[src/coupe_pkg.sv]
// SAM Coupe ASIC definitions
`default_nettype none

package coupe_pkg;

	// ====================
	// Types
	// ====================
	typedef logic [7:0]  byte_t;     // Data byte or port number
	typedef logic [15:0] cpu_addr_t;
	typedef logic [8:0]  page_t;     // 16 KB physical page
	typedef logic [22:0] mem_addr_t; // Page over 14-bit offset
	typedef logic [17:0] sample_t;   // Unsigned audio sample

	// ====================
	// I/O port numbers
	// ====================
	localparam byte_t PORT_EXT_C    = 8'd128;
	localparam byte_t PORT_EXT_D    = 8'd129;
	localparam byte_t PORT_LPT_DATA = 8'd232;
	localparam byte_t PORT_LPT_STB  = 8'd233;
	localparam byte_t PORT_STATUS   = 8'd249;
	localparam byte_t PORT_LMPR     = 8'd250;
	localparam byte_t PORT_HMPR     = 8'd251;
	localparam byte_t PORT_MIDI     = 8'd253;
	localparam byte_t PORT_BORDER   = 8'd254;

	// ====================
	// Memory map
	// ====================
	localparam page_t EXT_PAGE_BASE = 9'd64;  // First page of external RAM
	localparam page_t ROM_PAGE_BASE = 9'd256; // ROM 0 with ROM 1 next

	// MIDI transmit window in 1 us ticks
	localparam int MIDI_FRAME_TICKS = 320;
	localparam int MIDI_INT_TICKS   = 16;

endpackage

`default_nettype wire
[src/paging_if.sv]
// Paging state to the memory mapper
`default_nettype none

interface paging_if;

	coupe_pkg::byte_t lmpr;    // Low memory page register
	coupe_pkg::byte_t hmpr;    // High memory page register
	coupe_pkg::byte_t ext_c;   // External RAM page for 8000h
	coupe_pkg::byte_t ext_d;   // External RAM page for C000h
	logic             ext_ena;

	modport send (
		output lmpr,
		output hmpr,
		output ext_c,
		output ext_d,
		output ext_ena
	);

	modport receive (
		input lmpr,
		input hmpr,
		input ext_c,
		input ext_d,
		input ext_ena
	);

endinterface

`default_nettype wire

[src/io_bus_if.sv]
// Decoded port write bus
`default_nettype none

interface io_bus_if;

	coupe_pkg::byte_t port; // Low byte of the I/O address
	coupe_pkg::byte_t data;
	logic             wr_stb; // One cycle per port write
	logic             tick;   // 1 us timebase

	// Register block publishes the write
	modport send (output port, output data, output wr_stb);

	// MIDI block watches its port and owns the timebase
	modport timer (input port, input wr_stb, output tick);

	// Sound blocks
	modport receive (input port, input data, input wr_stb, input tick);

endinterface

`default_nettype wire

[src/coupe_asic.sv]
// SAM Coupe ASIC top level
`default_nettype none

module coupe_asic #(
	parameter int CE_DIV = 96 // Clocks per 1 us tick
) (
	input  wire                    clk_sys,
	input  wire                    reset,
	input  wire coupe_pkg::cpu_addr_t addr,
	input  wire coupe_pkg::byte_t     din,
	input  wire                    io_wr,
	input  wire                    ext_ram_off,
	input  wire coupe_pkg::sample_t   sid_sample,
	input  wire                    sid_active,
	output coupe_pkg::byte_t       asic_dout,
	output coupe_pkg::mem_addr_t   mem_addr,
	output logic                   mem_rom,
	output logic                   mem_write_ok,
	output logic [3:0]             border_color,
	output logic                   midi_tx,
	output logic                   midi_int,
	output coupe_pkg::sample_t     audio_l,
	output coupe_pkg::sample_t     audio_r
);

	io_bus_if bus ();
	paging_if paging ();

	logic             ear_out;
	coupe_pkg::byte_t vox_l;
	coupe_pkg::byte_t vox_r;

	// ====================
	// Ports and memory
	// ====================
	port_regs regs_i (
		.clk_sys      (clk_sys),
		.reset        (reset),
		.addr         (addr),
		.din          (din),
		.io_wr        (io_wr),
		.ext_ram_off  (ext_ram_off),
		.midi_int     (midi_int),
		.bus          (bus.send),
		.paging       (paging.send),
		.asic_dout    (asic_dout),
		.border_color (border_color),
		.ear_out      (ear_out)
	);

	mem_mapper mapper_i (
		.addr         (addr),
		.paging       (paging.receive),
		.mem_addr     (mem_addr),
		.mem_rom      (mem_rom),
		.mem_write_ok (mem_write_ok)
	);

	// ====================
	// MIDI and sound
	// ====================
	midi_serial #(
		.CE_DIV (CE_DIV)
	) midi_i (
		.clk_sys  (clk_sys),
		.reset    (reset),
		.bus      (bus.timer),
		.midi_tx  (midi_tx),
		.midi_int (midi_int)
	);

	vox_dac vox_i (
		.clk_sys (clk_sys),
		.reset   (reset),
		.bus     (bus.receive),
		.vox_l   (vox_l),
		.vox_r   (vox_r)
	);

	audio_mixer mixer_i (
		.clk_sys    (clk_sys),
		.reset      (reset),
		.bus        (bus.receive),
		.vox_l      (vox_l),
		.vox_r      (vox_r),
		.ear_out    (ear_out),
		.sid_sample (sid_sample),
		.sid_active (sid_active),
		.audio_l    (audio_l),
		.audio_r    (audio_r)
	);

endmodule

`default_nettype wire

[src/audio_mixer.sv]
// Audio mixer with SID soft mute
`default_nettype none

module audio_mixer (
	input  wire                 clk_sys,
	input  wire                 reset,
	io_bus_if.receive           bus,
	input  wire coupe_pkg::byte_t   vox_l,
	input  wire coupe_pkg::byte_t   vox_r,
	input  wire                 ear_out,
	input  wire coupe_pkg::sample_t sid_sample,
	input  wire                 sid_active,
	output coupe_pkg::sample_t  audio_l,
	output coupe_pkg::sample_t  audio_r
);

	coupe_pkg::sample_t att;
	coupe_pkg::sample_t sid_muted;

	// One channel sum that wraps at 18 bits
	function automatic coupe_pkg::sample_t mix(
		input coupe_pkg::byte_t   vox,
		input logic               ear,
		input coupe_pkg::sample_t sid
	);
		return {vox, vox, 2'b00} + {1'b0, ear, 16'd0} + sid;
	endfunction

	// ====================
	// Soft mute
	// ====================
	always_ff @(posedge clk_sys) begin
		if (reset) begin
			att <= '1; // Fully muted
		end else if (bus.tick) begin
			if (sid_active && att != '0)
				att <= att - 1'b1;
			else if (!sid_active && att != '1)
				att <= att + 1'b1;
		end
	end

	assign sid_muted = (sid_sample > att) ? sid_sample - att : '0;

	assign audio_l = mix(vox_l, ear_out, sid_muted);
	assign audio_r = mix(vox_r, ear_out, sid_muted);

endmodule

`default_nettype wire

[src/vox_dac.sv]
// Parallel port voice sample latch
`default_nettype none

module vox_dac (
	input  wire              clk_sys,
	input  wire              reset,
	io_bus_if.receive        bus,
	output coupe_pkg::byte_t vox_l,
	output coupe_pkg::byte_t vox_r
);

	coupe_pkg::byte_t lpt_data;
	logic             old_stb;
	logic             stb_wr;

	assign stb_wr = bus.wr_stb && (bus.port == coupe_pkg::PORT_LPT_STB);

	always_ff @(posedge clk_sys) begin
		if (bus.wr_stb && bus.port == coupe_pkg::PORT_LPT_DATA)
			lpt_data <= bus.data;
	end

	// Strobe edge picks the channel
	always_ff @(posedge clk_sys) begin
		if (reset) begin
			old_stb <= 1'b0;
			vox_l   <= '0;
			vox_r   <= '0;
		end else if (stb_wr) begin
			if (!old_stb && bus.data[0])
				vox_l <= lpt_data; // Rising strobe
			if (old_stb && !bus.data[0])
				vox_r <= lpt_data; // Falling strobe
			old_stb <= bus.data[0];
		end
	end

endmodule

`default_nettype wire

[src/midi_serial.sv]
// MIDI transmit timing
`default_nettype none

module midi_serial #(
	parameter int CE_DIV = 96
) (
	input  wire      clk_sys,
	input  wire      reset,
	io_bus_if.timer  bus,
	output logic     midi_tx,
	output logic     midi_int
);

	localparam int DIV_W = (CE_DIV > 1) ? $clog2(CE_DIV) : 1;
	localparam int CNT_W = $clog2(coupe_pkg::MIDI_FRAME_TICKS);

	logic [DIV_W-1:0] div_cnt;
	logic [CNT_W-1:0] tx_time; // Window ticks left
	logic             pending;
	logic             tick;

	// ====================
	// 1 us timebase
	// ====================
	always_ff @(posedge clk_sys) begin
		if (reset)
			div_cnt <= '0;
		else if (div_cnt == DIV_W'(CE_DIV - 1))
			div_cnt <= '0;
		else
			div_cnt <= div_cnt + 1'b1;
	end

	assign tick     = (div_cnt == '0);
	assign bus.tick = tick;

	// ====================
	// Transmit window
	// ====================
	always_ff @(posedge clk_sys) begin
		if (reset) begin
			midi_tx  <= 1'b0;
			midi_int <= 1'b0;
			tx_time  <= '0;
			pending  <= 1'b0;
		end else begin
			if (tick) begin
				if (midi_tx) begin
					if (tx_time == '0) begin
						midi_tx  <= 1'b0;
						midi_int <= 1'b0;
					end else begin
						tx_time <= tx_time - 1'b1;
						if (tx_time == CNT_W'(coupe_pkg::MIDI_INT_TICKS))
							midi_int <= 1'b1; // Last ticks of the frame
					end
				end else if (pending) begin
					midi_tx <= 1'b1;
					tx_time <= CNT_W'(coupe_pkg::MIDI_FRAME_TICKS - 1);
					pending <= 1'b0;
				end
			end

			// A write during a window queues one more
			if (bus.wr_stb && bus.port == coupe_pkg::PORT_MIDI)
				pending <= 1'b1;
		end
	end

endmodule

`default_nettype wire

[src/mem_mapper.sv]
// CPU to physical memory mapper
`default_nettype none

module mem_mapper (
	input  wire coupe_pkg::cpu_addr_t addr,
	paging_if.receive            paging,
	output coupe_pkg::mem_addr_t mem_addr,
	output logic                 mem_rom,
	output logic                 mem_write_ok
);

	logic [1:0]         sect;
	logic               rom0_sel;
	logic               rom1_sel;
	logic               ram_wp;
	logic               ext_ram;
	logic [4:0]         ram_base;
	logic [4:0]         ram_page;
	coupe_pkg::page_t   page;

	assign sect = addr[15:14];

	assign rom0_sel = ~paging.lmpr[5] & (sect == 2'd0);
	assign rom1_sel =  paging.lmpr[6] & (sect == 2'd3);
	assign ram_wp   =  paging.lmpr[7] & (sect == 2'd0);
	assign ext_ram  =  paging.hmpr[7] & addr[15];

	assign mem_rom = rom0_sel | rom1_sel;

	// Odd section takes the next page and wraps in 32 pages
	assign ram_base = addr[15] ? paging.hmpr[4:0] : paging.lmpr[4:0];
	assign ram_page = ram_base + {4'd0, addr[14]};

	always_comb begin
		if (mem_rom) begin
			page = coupe_pkg::ROM_PAGE_BASE + coupe_pkg::page_t'(addr[15]);
		end else if (ext_ram) begin
			page = coupe_pkg::EXT_PAGE_BASE
				+ coupe_pkg::page_t'(addr[14] ? paging.ext_d : paging.ext_c);
		end else begin
			page = coupe_pkg::page_t'(ram_page);
		end
	end

	assign mem_addr = {page, addr[13:0]};

	// No writes to ROM, protected section 0 or absent external RAM
	assign mem_write_ok = ~(mem_rom | ram_wp | (ext_ram & ~paging.ext_ena));

endmodule

`default_nettype wire

[src/port_regs.sv]
// ASIC port registers
`default_nettype none

module port_regs (
	input  wire                  clk_sys,
	input  wire                  reset,
	input  wire coupe_pkg::cpu_addr_t addr,
	input  wire coupe_pkg::byte_t     din,
	input  wire                  io_wr,
	input  wire                  ext_ram_off,
	input  wire                  midi_int,
	io_bus_if.send               bus,
	paging_if.send               paging,
	output coupe_pkg::byte_t     asic_dout,
	output logic [3:0]           border_color,
	output logic                 ear_out
);

	logic             io_wr_d;
	logic             stb_q;
	coupe_pkg::byte_t port_q;
	coupe_pkg::byte_t data_q;
	coupe_pkg::byte_t lmpr;
	coupe_pkg::byte_t hmpr;
	coupe_pkg::byte_t border;
	coupe_pkg::byte_t ext_c;
	coupe_pkg::byte_t ext_d;
	logic             ext_ena;

	// ====================
	// Write edge detect
	// ====================
	always_ff @(posedge clk_sys) begin
		if (reset) begin
			io_wr_d <= 1'b0;
			stb_q   <= 1'b0;
		end else begin
			io_wr_d <= io_wr;
			stb_q   <= io_wr & ~io_wr_d; // First cycle of the write
		end
	end

	// Port and data as seen in the first write cycle
	always_ff @(posedge clk_sys) begin
		if (io_wr & ~io_wr_d) begin
			port_q <= addr[7:0];
			data_q <= din;
		end
	end

	assign bus.port   = port_q;
	assign bus.data   = data_q;
	assign bus.wr_stb = stb_q;

	// ====================
	// Registers
	// ====================
	always_ff @(posedge clk_sys) begin
		if (reset) begin
			lmpr    <= '0;
			hmpr    <= '0;
			border  <= '0;
			ext_c   <= '0;
			ext_d   <= '0;
			ext_ena <= ~ext_ram_off; // Jumper sampled while in reset
		end else if (stb_q) begin
			case (port_q)
				coupe_pkg::PORT_LMPR:   lmpr   <= data_q;
				coupe_pkg::PORT_HMPR:   hmpr   <= data_q;
				coupe_pkg::PORT_BORDER: border <= data_q;
				coupe_pkg::PORT_EXT_C:  ext_c  <= data_q;
				coupe_pkg::PORT_EXT_D:  ext_d  <= data_q;
				default: ;
			endcase
		end
	end

	assign paging.lmpr    = lmpr;
	assign paging.hmpr    = hmpr;
	assign paging.ext_c   = ext_c;
	assign paging.ext_d   = ext_d;
	assign paging.ext_ena = ext_ena;

	assign border_color = {border[5], border[2:0]};
	assign ear_out      = border[4]; // Beeper

	// Readback with status bit 3 as the active-low MIDI interrupt
	always_comb begin
		case (addr[7:0])
			coupe_pkg::PORT_STATUS: asic_dout = {4'b1111, ~midi_int, 3'b111};
			coupe_pkg::PORT_LMPR:   asic_dout = lmpr;
			coupe_pkg::PORT_HMPR:   asic_dout = hmpr;
			default:                asic_dout = 8'hFF;
		endcase
	end

endmodule

`default_nettype wire

[config.mk]
export PLATFORM = sky130hd
export DESIGN_NAME = coupe_asic
export DESIGN_NICKNAME = d
export VERILOG_FILES = /design/src/coupe_pkg.sv /design/src/paging_if.sv /design/src/io_bus_if.sv /design/src/coupe_asic.sv /design/src/audio_mixer.sv /design/src/vox_dac.sv /design/src/midi_serial.sv /design/src/mem_mapper.sv /design/src/port_regs.sv
export SDC_FILE = /design/constraint.sdc
export NUM_CORES = 1
export LEC_CHECK = 0
export BUFFER_PORTS_ARGS = -buffer_cell sky130_fd_sc_hd__buf_2
export CAP_MARGIN = 10
export CORE_MARGIN = 1
export CORE_UTILIZATION = 59
export DETAILED_ROUTE_END_ITERATION = 12
export MAX_ROUTING_LAYER = met4
export PLACE_DENSITY = 0.81
export SYNTH_ARGS = -nofsm -noshare
export SYNTH_HDL_FRONTEND = slang
export SYNTH_HIERARCHICAL = 1
export SYNTH_SLANG_ARGS = --single-unit
[constraint.sdc]
create_clock -name clk_sys -period 8.04 [get_ports clk_sys]
set_input_delay 1.608 -clock clk_sys [delete_from_list [all_inputs] [get_ports clk_sys]]
set_output_delay 1.608 -clock clk_sys [all_outputs]
set_load 0.03 [all_outputs]
==> flow_metrics.py <==
metrics = {
    "clock_network": {
        "cts_max_level": 4,
        "cts-root-buf": "clkbuf_16",
        "cts_sinks": 118,
        "cts_hold_buf": 0,
        "clk_latency_ns": 0.42,
        "cts_tree": "done",
        "cts_made_buffers": 17,
        "ctsLongestPathBuffers": 2,
        "clkTransAtPathRegs_ns": 0.05,
    },
    "power": {
        "p_per_area_nw_per_um2": 201,
        "peakVddDrop_uv": 164,
        "p_leak_nw": 4.84,
    },
    "worst_setup_path": {
        "cp.arrival_ns": 6.14,
        "end_kind": "output pin",
        "r2r_setup_slack_ns": 3.96,
        "critPathLaunchType": "primary input",
        "worstPathMaxFanout": 4,
        "crit_required_ns": 6.43,
        "worstSetupPathType": "primary input to output pin",
    },
    "synthesis": {
        "syn_area_um2": 9090,
        "synth.net_count": 1136,
        "synth_cell_types": 85,
        "synth_edf_count": 25,
        "synth-seq-cells": 118,
        "syn-mean-instance-area_um2": 9.02,
        "synthCells": 1008,
        "synthFlopType": "dfxtp_1",
        "synthArstFlopShare": 0,
        "synth_warnings": 6,
        "synth-seq-area-share": 0.287,
    },
    "placed_design": {
        "gp_congestion": 0.945,
        "port_buffers": 109,
        "place_hpwl_um": 15600,
        "place_inst": 1270,
    },
    "detailed_routing": {
        "wl_um": 21000,
        "drc": 0,
        "vias_per_cell": 5.87,
        "routedWlPerCell_um": 16.0,
        "antenna_left": 0,
        "vias": 7671,
        "drt_iter0_markers": 459,
        "first_pass_iters": 5,
    },
    "floorplanning": {
        "dieWidth_um": 126,
        "rows": 45,
        "ios": 122,
        "core-area_um2": 15100,
        "dieHeight_um": 126,
        "initial_core_util": 0.600,
        "design.die.area_um2": 15900,
    },
    "grt": {
        "grt_pass1_wl_um": 33800,
        "grtUsageTotal": 0.273,
        "overflow": 0,
        "grt_pass1_vias": 7080,
        "antenna_found_initial": 0,
        "grt_start_max_net_pins": 95,
    },
    "run_status": {
        "status": "finished clean",
    },
    "sta": {
        "worst_pin_slew_ns": 0.848,
        "setup_viol": 0,
        "skew_ns": 0.00915,
        "fin_hold_ws_ns": 0.456,
        "fin_crit_sh": 0.963,
        "clock.fmax_ghz": 0.129,
        "hold_violations": 0,
        "finalCriticalPeriod_ns": 7.75,
        "worst_slew_margin_rel": 0.435,
        "finalMaxSlewViolations": 0,
    },
    "min_path": {
        "hold_path_class": "flip-flop to flip-flop",
    },
    "finish": {
        "fin_cells": 1306,
        "drive_gt1_frac": 0.183,
        "layout_common_cells": "buf_2 (109), dfxtp_1 (93), nand2b_1 (84), ha_1 (75), nand2_1 (68)",
        "area_growth_pct": 13.4,
        "final_common_cell": "buf_2",
        "diodes": 0,
        "finalNetCount": 1233,
    },
    "job": {
        "cap_violations": 0,
    },
}
==> per-stage QoR <==
step / setup slack (ns) / setup TNS (ns) / utilization / cell area, um^2 / total power, W
6_report: 0.295 / 0 / 0.680 / 10300 / 0.00207
3_3_place_gp: 0.0420 / 0 / 0.637 / 9650 / 0.00130
5_1_grt: -0.00949 / -0.00949 / 0.680 / 10300 / 0.00217
2_1_floorplan: 0.336 / 0 / - / 9090 / 0.00117
3_5_place_dp: -0.0700 / -0.0831 / 0.637 / 9650 / 0.00131
4_1_cts: 0.0528 / 0 / 0.676 / 10200 / 0.00207
==> layer usage <==
metal,track usage,share of wire
met5,-,0
met4,0.105,0.025
met3,0.0459,0.047
met2,0.441,0.47
met1,0.340,0.46
==> state kept, by name, summed over array words and instances, names as in the netlist <==
name,cells
midi_i/div_cnt,7
midi_i/midi_int,1
midi_i/midi_tx,1
midi_i/pending,1
midi_i/tx_time,9
mixer_i/att,18
regs_i/border,5
regs_i/bus.data,8
regs_i/bus.port,8
regs_i/bus.wr_stb,1
regs_i/io_wr_d,1
regs_i/paging.ext_c,8
regs_i/paging.ext_d,8
regs_i/paging.ext_ena,1
regs_i/paging.hmpr,8
regs_i/paging.lmpr,8
vox_i/lpt_data,8
vox_i/old_stb,1
vox_i/vox_l,8
vox_i/vox_r,8
==> cells by family after synthesis <==
group,Yosys count,synth area share
AOI/OAI and AO/OA,189,0.145
buffers and inverters,111,0.0614
and+or+nand+nor,359,0.231
xor gates and xnor gates,79,0.0791
adders and majority gates,81,0.116
DFF,118,0.287
muxes,71,0.0787
==> critical path: stages <==
cell and delay [ns]:
buf_2 0.08, inv_1 0.03, ha_1 0.21, fa_1 0.38, nand2b_1 0.18, a21oi_2 0.16, o211ai_1 0.14, a31oi_1 0.23
o21ai_1 0.12, a21oi_2 0.28, nand2_2 0.12, buf_4 0.16, xnor2_1 0.13, ha_1 0.24, fa_2 0.37, a21o_1 0.18
and4_4 0.19, a2111oi_4 0.29, o21ai_1 0.11, a21oi_2 0.19, o2111ai_1 0.14, a21oi_1 0.16, xnor3_1 0.24, buf_2 0.19
==> timing repair <==
| action | in CTS | in global routing |
|---|---|---|
| pin swaps | 0 | 6 |
| setup endpoints to repair | 2 | 3 |
| setup buffers | 0 | 4 |
| gates cloned | 0 | 0 |
| resized for setup | 1 | 8 |
==> cells in the mapped netlist, drive strengths merged, types with 6 or more instances <==
master	number	share of area
dfxtp	93	0.20
nand2b	84	0.058
ha	75	0.10
nand2	72	0.031
mux2i	67	0.074
a21oi	63	0.036
inv	62	0.026
xnor2	57	0.055
nor2	54	0.023
buf	32	0.029
o21ai	31	0.017
nand3	28	0.019
edfxtp	25	0.083
and3	21	0.016
xor2	20	0.019
clkbuf	17	0.0070
nand4	16	0.011
nor3	15	0.0088
a21o	14	0.012
o211ai	14	0.012
nor2b	12	0.0091
a211oi	11	0.010
nor4	11	0.013
and2	8	0.0061
a31oi	7	0.0065
and4	7	0.0076
o21a	7	0.0058
fa	6	0.013
==> report_power, final <==
group	switching [W]	internal, W
registers	0.0000286	0.000630
clock network	0.000269	0.000484
logic	0.000406	0.000255
total	0.000704	0.00137
==> final cells by class <==
class,instances,area [um^2]
multi-input cells,779,5960
fillers,1220,4840
flip-flops and latches,118,2610
repair buffers,127,681
clock buffers,19,433
well taps,188,235
inverters,62,233
clock inverters,13,155
==> worst paths after layout <==
check	from	to	cells after the start
setup / recovery	sid_sample[0]	audio_l[17]	24
hold / removal	regs_i/bus.data[6]	vox_i/lpt_data[6]	0
setup reg to reg	mixer_i/att[1]	mixer_i/att[17]	12
hold reg to reg	regs_i/bus.data[6]	vox_i/lpt_data[6]	0
Power figures use the tool's default switching activity.
